==> src/hdl/dmc_clk_pkg.sv <==
package dmc_clk_pkg;

  // field widths of one tag packet
  localparam int node_id_width = 3;
  localparam int payload_width = 8;

  // node map of the tag clients
  localparam int node_reset_id = 0;
  localparam int node_ds_id = 1;
  // delay line i listens on node_dly_base_id + i
  localparam int node_dly_base_id = 2;

  typedef logic [node_id_width-1:0] node_id_t;

  // half period of the 1x clock is ratio + 1 cycles of clk_i
  typedef logic [3:0] ratio_t;

  // delay line lag is tap + 1 cycles of clk_i
  typedef logic [2:0] tap_t;

  // node 0, controller reset level
  typedef struct packed {
    logic       reset_level;
    logic [6:0] spare;
  } reset_payload_s;

  // node 1, downsampler control
  typedef struct packed {
    logic       ds_reset;
    ratio_t     ratio;
    logic [2:0] spare;
  } ds_payload_s;

  // delay nodes, one per line
  typedef struct packed {
    tap_t       tap;
    logic [4:0] spare;
  } dly_payload_s;

  // one payload word, read through the view that the node id selects
  typedef union packed {
    logic [payload_width-1:0] raw;
    reset_payload_s           rst;
    ds_payload_s              ds;
    dly_payload_s             dly;
  } tag_payload_u;

  // node id goes out first on the serial line, so it sits in the upper bits
  typedef struct packed {
    node_id_t     node;
    tag_payload_u payload;
  } tag_packet_s;

endpackage

==> src/hdl/tag_serial_rx.sv <==
`timescale 1ns/1ps

module tag_serial_rx (
  input  logic                     clk_i,
  input  logic                     rst_i,
  input  logic                     tag_bit_i,
  output dmc_clk_pkg::tag_packet_s pkt_o,
  output logic                     pkt_v_o
);

  // bits after the start bit
  localparam int pkt_bits_lp = $bits(dmc_clk_pkg::tag_packet_s);
  localparam int cnt_width_lp = $clog2(pkt_bits_lp);

  typedef enum logic {
    idle_s,
    shift_s
  } state_e;

  state_e                  state_r;
  logic [cnt_width_lp-1:0] bit_cnt_r;
  logic [pkt_bits_lp-1:0]  shift_r;
  logic                    pkt_v_r;
  logic                    last_bit;

  // the edge that samples the final payload bit
  assign last_bit = (state_r == shift_s) &&
                    (bit_cnt_r == cnt_width_lp'(pkt_bits_lp - 1));

  always_ff @(posedge clk_i) begin
    if (rst_i) begin
      state_r   <= idle_s;
      bit_cnt_r <= '0;
      pkt_v_r   <= 1'b0;
    end else begin
      pkt_v_r <= last_bit;
      case (state_r)
        idle_s: begin
          // a high bit on an idle line opens a packet
          if (tag_bit_i) begin
            state_r   <= shift_s;
            bit_cnt_r <= '0;
          end
        end
        shift_s: begin
          if (last_bit) begin
            // back to idle at once, a start bit may follow directly
            state_r <= idle_s;
          end else begin
            bit_cnt_r <= bit_cnt_r + 1'b1;
          end
        end
        default: begin
          state_r <= idle_s;
        end
      endcase
    end
  end

  // msb first, node id then payload
  // the start bit is not shifted in, so the word holds still while pkt_v_o is high
  always_ff @(posedge clk_i) begin
    if (state_r == shift_s) begin
      shift_r <= {shift_r[pkt_bits_lp-2:0], tag_bit_i};
    end
  end

  assign pkt_o   = shift_r;
  assign pkt_v_o = pkt_v_r;

  // a packet needs a start bit plus eleven data bits, so valid can never repeat
  a_pkt_v_single : assert property (
    @(posedge clk_i) disable iff (rst_i)
    pkt_v_o |=> !pkt_v_o
  ) else $error("pkt_v_o high on two consecutive cycles");

endmodule

==> src/hdl/tag_client.sv <==
`timescale 1ns/1ps

module tag_client #(
  parameter dmc_clk_pkg::node_id_t                  node_p      = '0,
  parameter logic [dmc_clk_pkg::payload_width-1:0] reset_val_p = '0
) (
  input  logic                      clk_i,
  input  logic                      rst_i,
  input  dmc_clk_pkg::tag_packet_s  pkt_i,
  input  logic                      pkt_v_i,
  output dmc_clk_pkg::tag_payload_u data_o,
  output logic                      new_o
);

  dmc_clk_pkg::tag_payload_u data_r;
  logic                      new_r;
  logic                      hit;

  // packets for other nodes pass by untouched
  assign hit = pkt_v_i && (pkt_i.node == node_p);

  // payload register, taken from a packet addressed to this node
  always_ff @(posedge clk_i) begin
    if (rst_i) begin
      data_r <= reset_val_p;
    end else if (hit) begin
      data_r <= pkt_i.payload;
    end
  end

  // one cycle pulse alongside each new word
  always_ff @(posedge clk_i) begin
    if (rst_i) begin
      new_r <= 1'b0;
    end else begin
      new_r <= hit;
    end
  end

  assign data_o = data_r;
  assign new_o  = new_r;

endmodule

==> src/hdl/clk_downsample.sv <==
`timescale 1ns/1ps

module clk_downsample (
  input  logic                     clk_i,
  input  logic                     rst_i,
  input  dmc_clk_pkg::ds_payload_s cfg_i,
  output logic                     clk_1x_o
);

  dmc_clk_pkg::ratio_t count_r;
  dmc_clk_pkg::ratio_t ratio_r;
  dmc_clk_pkg::ratio_t limit;
  logic                clk_1x_r;

  // the ratio is picked up on the first cycle of each half period,
  // so a new value only shows after the next toggle
  assign limit = (count_r == '0) ? cfg_i.ratio : ratio_r;

  always_ff @(posedge clk_i) begin
    if (count_r == '0) begin
      ratio_r <= cfg_i.ratio;
    end
  end

  always_ff @(posedge clk_i) begin
    if (rst_i || cfg_i.ds_reset) begin
      // parked, the divider holds still to save power
      count_r  <= '0;
      clk_1x_r <= 1'b0;
    end else if (count_r == limit) begin
      count_r  <= '0;
      clk_1x_r <= ~clk_1x_r;
    end else begin
      count_r <= count_r + 1'b1;
    end
  end

  assign clk_1x_o = clk_1x_r;

  // parking must reach the output within one edge
  a_park_low : assert property (
    @(posedge clk_i) disable iff (rst_i)
    cfg_i.ds_reset |=> !clk_1x_o
  ) else $error("clk_1x_o not low after ds_reset");

endmodule

==> src/hdl/dly_line.sv <==
`timescale 1ns/1ps

module dly_line #(
  parameter int max_taps_p = 8
) (
  input  logic                clk_i,
  input  logic                rst_i,
  input  dmc_clk_pkg::tap_t   tap_i,
  input  logic                clk_i_line_i,
  output logic                clk_o
);

  // every legal tap value has to select a real stage
  if (max_taps_p < 2 || max_taps_p > 2**$bits(dmc_clk_pkg::tap_t)) begin : g_bad_depth
    $error("max_taps_p out of range for tap_t");
  end

  // stage 0 is one cycle behind the 1x waveform
  logic [max_taps_p-1:0] stage_r;

  always_ff @(posedge clk_i) begin
    if (rst_i) begin
      stage_r <= '0;
    end else begin
      stage_r <= {stage_r[max_taps_p-2:0], clk_i_line_i};
    end
  end

  // tap t reads stage t, which lags by t + 1 cycles
  assign clk_o = stage_r[tap_i];

  a_tap_range : assert property (
    @(posedge clk_i) disable iff (rst_i)
    tap_i < max_taps_p
  ) else $error("tap_i %0d beyond line depth %0d", tap_i, max_taps_p);

endmodule

==> src/hdl/dmc_clk_rst_gen.sv <==
`timescale 1ns/1ps

module dmc_clk_rst_gen #(
  parameter int num_lines_p = 2,
  parameter int max_taps_p  = 8
) (
  input  logic                   clk_i,
  input  logic                   rst_i,
  input  logic                   tag_bit_i,
  // controller reset level, held high out of reset
  output logic                   async_reset_o,
  // 1x clock waveform from the divider
  output logic                   dfi_clk_1x_o,
  // delayed copies of the 1x waveform for the strobes
  output logic [num_lines_p-1:0] clk_o
);

  // controller held in reset until software lets it go
  localparam dmc_clk_pkg::reset_payload_s rst_default_lp = '{
    reset_level: 1'b1,
    spare:       '0
  };

  // divider parked until software starts it
  localparam dmc_clk_pkg::ds_payload_s ds_default_lp = '{
    ds_reset: 1'b1,
    ratio:    '0,
    spare:    '0
  };

  dmc_clk_pkg::tag_packet_s  pkt;
  logic                      pkt_v;
  dmc_clk_pkg::tag_payload_u rst_data;
  dmc_clk_pkg::tag_payload_u ds_data;

  tag_serial_rx i_tag_serial_rx (
    .clk_i     (clk_i),
    .rst_i     (rst_i),
    .tag_bit_i (tag_bit_i),
    .pkt_o     (pkt),
    .pkt_v_o   (pkt_v)
  );

  // the new pulses are left open, every consumer follows the level

  tag_client #(
    .node_p      (dmc_clk_pkg::node_id_t'(dmc_clk_pkg::node_reset_id)),
    .reset_val_p (rst_default_lp)
  ) i_tag_client_rst (
    .clk_i   (clk_i),
    .rst_i   (rst_i),
    .pkt_i   (pkt),
    .pkt_v_i (pkt_v),
    .data_o  (rst_data),
    .new_o   ()
  );

  assign async_reset_o = rst_data.rst.reset_level;

  tag_client #(
    .node_p      (dmc_clk_pkg::node_id_t'(dmc_clk_pkg::node_ds_id)),
    .reset_val_p (ds_default_lp)
  ) i_tag_client_ds (
    .clk_i   (clk_i),
    .rst_i   (rst_i),
    .pkt_i   (pkt),
    .pkt_v_i (pkt_v),
    .data_o  (ds_data),
    .new_o   ()
  );

  clk_downsample i_clk_downsample (
    .clk_i    (clk_i),
    .rst_i    (rst_i),
    .cfg_i    (ds_data.ds),
    .clk_1x_o (dfi_clk_1x_o)
  );

  // one tag client and one delay line per strobe clock
  for (genvar i = 0; i < num_lines_p; i++) begin : g_dly
    dmc_clk_pkg::tag_payload_u dly_data;

    tag_client #(
      .node_p      (dmc_clk_pkg::node_id_t'(dmc_clk_pkg::node_dly_base_id + i)),
      .reset_val_p ('0)
    ) i_tag_client_dly (
      .clk_i   (clk_i),
      .rst_i   (rst_i),
      .pkt_i   (pkt),
      .pkt_v_i (pkt_v),
      .data_o  (dly_data),
      .new_o   ()
    );

    dly_line #(
      .max_taps_p (max_taps_p)
    ) i_dly_line (
      .clk_i        (clk_i),
      .rst_i        (rst_i),
      .tap_i        (dly_data.dly.tap),
      .clk_i_line_i (dfi_clk_1x_o),
      .clk_o        (clk_o[i])
    );
  end

endmodule

==> config.mk <==
export PLATFORM = sky130hd
export DESIGN_NAME = dmc_clk_rst_gen
export DESIGN_NICKNAME = d
export VERILOG_FILES = /design/src/hdl/dmc_clk_pkg.sv /design/src/hdl/tag_serial_rx.sv /design/src/hdl/tag_client.sv /design/src/hdl/clk_downsample.sv /design/src/hdl/dly_line.sv /design/src/hdl/dmc_clk_rst_gen.sv
export SDC_FILE = /design/constraint.sdc
export NUM_CORES = 1
export LEC_CHECK = 0
export ABC_CLOCK_PERIOD_IN_PS = 6500
export BUFFER_PORTS_ARGS = -buffer_cell sky130_fd_sc_hd__clkbuf_2
export CAP_MARGIN = 10
export CELL_PAD_IN_SITES_DETAIL_PLACEMENT = 0
export CELL_PAD_IN_SITES_GLOBAL_PLACEMENT = 1
export CORE_ASPECT_RATIO = 1.2
export CORE_MARGIN = 1
export CORE_UTILIZATION = 43
export DETAILED_ROUTE_END_ITERATION = 10
export PLACE_DENSITY = 0.74
export RECOVER_POWER = 25
export REMOVE_ABC_BUFFERS = 1
export SLEW_MARGIN = 0
export SYNTH_ARGS = -nofsm -noshare
export SYNTH_HDL_FRONTEND = slang
export SYNTH_SLANG_ARGS = --single-unit
==> constraint.sdc <==
create_clock -name clk_i -period 6.5 [get_ports clk_i]
set_clock_uncertainty 0.1 [all_clocks]
set_input_delay 0.975 -clock clk_i [delete_from_list [all_inputs] [get_ports clk_i]]
set_output_delay 0.975 -clock clk_i [all_outputs]
set_load 0.02 [all_outputs]
==> run metrics <==
most frequent cell after synthesis=dfxtp_1; Final Power=510 uW; Initial Util=45.3%; initial antenna violation count=0; ANT cells=0; PortBufs=6; die width=61.3 um; sequential element share of the synthesized area=56.9%; first-pass GRT wire length=4600 um; GPL Wtd Cong=0.707; Chip Height=73.1 um; MaxCap Viol Count=0; commonest register cell after synthesis=dfxtp_1; crit-path cells=mux4_2, mux2_2, clkbuf_2; Hold Fails Final Rpt=0; Post-Synthesis Cells=156; H-tree lvl count=2; top cells by area, synth=dfxtp_1 39%, edfxtp_1 18%, mux2i_1 6.6%; post-synthesis register bit count=46; Req. time, crit path=5.42 ns; critical path type=reg2out; largest net degree at the start of global routing=28; drt pass-1 iters=5; Non-Filler Instances=218; Final period util=42.0%; residual overflow from global routing=0; IO Pins=7; Static Leak=0.000781 uW; power share of the clock group=38.7%; WL final=2820 um; crit path capture type=output port; Internal Power=401 uW; ANT nets after route=0; Switching Power=109 uW; CTS root buffer=clkbuf_8; Reg clk slew, reported paths=0.09 ns; Design Area, Final=0.00199 mm2; Yosys top cell area share=38.6%; Synth top cells by count=35 x dfxtp_1, 24 x nor2_1, 13 x nor2b_1; core area=0.00400 mm2; sequential power share=59.8%; worst skew pair latency=0.30 ns; EDFF count, synth=11; vias in the first global route=1030; Hold WC Path Type=reg2reg; Period minus WS final=2.73 ns; fraction of layout cells with a size suffix above 1=14.6%; RSZ-0062 raised after global routing=no; gr usage total=14.6%; power density cells=257 mW/mm2; Critical-path top delay cell=mux4_2; die area=0.00448 mm2; syn avg cell area=11.6 um2; detailed placement HPWL=1990 um; synth unique cells=32; 1st-iter DRT viols=55; Slew HR=62.3%; # rows=25; fin. max-slew vios=0; Clock Tree Buf Depth=2; vias per cell=5.05; critical path launch point type=register; Worst Hold Slack=0.325 ns; VDD IR max=0.000147 V; synth-to-layout area growth=9.59%; Logic pwr share=1.5%; switching share of total power=21.4%; setup bufs post-CTS=0; DP Area=0.00188 mm2; Largest stage delay, worst path=0.52 ns; Yosys Warn Count=0; Worst Path Max Fanout=3; placed insts=210; DRC=0; Final #Nets=170; FFs w/ async S/R, synth=0%; Max Freq=367 MHz; Setup TNS Final=0 ns; CTS sink count=46; cell taking the most area after synthesis=dfxtp_1; CTS tree=yes; hold-fix buffers at CTS=0; Final setup viols=0; CTS Buf Count=5; Slew @ Worst Pin=0.565 ns; outcome=completed; DR WL/cell=13.0 um; Arr. time, crit path=1.65 ns; post_cts resized=0; Mapped Area=0.00181 mm2; routed via count=1100
==> power groups by stage <==
stage | clock network, uW | logic (uW) | registers, uW
2_1_floorplan | 0 | 4.04 | 310
3_3_place_gp | 0 | 7.43 | 312
3_5_place_dp | 0 | 7.88 | 312
4_1_cts | 205 | 7.90 | 305
5_1_grt | 214 | 9.14 | 306
6_report | 197 | 7.82 | 305
==> flip-flops by register name, summed over array words and instances, names as in the netlist <==
register / flops
g_dly.i_tag_client_dly.data_o: 6
i_clk_downsample.count_r: 4
g_dly.i_dly_line.stage_r: 8
i_tag_serial_rx.state_r: 1
i_tag_serial_rx.pkt_v_o: 1
i_tag_client_rst.data_o: 1
i_tag_client_ds.data_o: 5
i_clk_downsample.clk_1x_o: 1
i_tag_serial_rx.pkt_o: 11
i_tag_serial_rx.bit_cnt_r: 4
i_clk_downsample.ratio_r: 4
==> path summary, 6_finish.rpt <==
path	from	end	slack, ns	cells past startpoint
max	g_dly[1].i_tag_client_dly.data_o[5]	clk_o[1]	3.77	3
min	i_tag_serial_rx.pkt_o[0]	i_tag_serial_rx.pkt_o[1]	0.33	0
max reg2reg	i_clk_downsample.count_r[0]	i_clk_downsample.count_r[3]	4.18	7
min reg2reg	i_tag_serial_rx.pkt_o[0]	i_tag_serial_rx.pkt_o[1]	0.33	0
==> final cells by class <==
type / instances / area (um2)
repair buffers: 6 / 30.0
clock inverters: 2 / 13.8
flip-flops and latches: 46 / 1030
well taps: 54 / 67.6
clock buffers: 6 / 93.8
inverters: 8 / 30.0
multi-input cells: 96 / 721
fillers: 388 / 2020
==> routing by layer <==
metal	GRT usage, %	up-vias	share of wire (%)
met5	0	-	0
li1	-	548	-
met4	9.85	0	2.8
met1	16.0	530	44
met2	24.2	14	50
met3	3.72	8	3.0
==> cell families after synthesis <==
group	after synthesis	share of synthesized area, %
flip-flops	46	56.9
adder cells (fa/ha/maj)	4	2.76
XOR/XNOR	6	2.90
AO/OA/AOI/OAI	12	4.97
buffers and inverters	14	3.38
multiplexers	20	14.1
AND/OR/NAND/NOR	54	15.0
==> critical path, delay by kind of cell (launching register included) <==
family / cells / cell delay [ns]
buffers and inverters: 1 / 0.15
flip-flops: 1 / 0.41
multiplexers: 2 / 0.79
==> per-stage QoR <==
step	util, %	worst slack (ns)
finish	49.6	3.77
global route	49.6	3.69
CTS	49.6	3.74
detailed placement	46.9	4.09
global placement	46.9	4.15
floorplan	-	4.24
==> cells in the final DEF, fill, tap and decap left out, types with 5 or more instances in the layout <==
cell | netlist | final
clkbuf_2 | 0 | 6
edfxtp_1 | 11 | 11
nor2b_1 | 13 | 13
xnor2_1 | 5 | 5
inv_1 | 8 | 8
mux2i_1 | 12 | 12
clkbuf_8 | 0 | 5
nand2_1 | 5 | 5
dfxtp_1 | 35 | 35
nor2_1 | 24 | 24
Power figures use the tool's default switching activity.
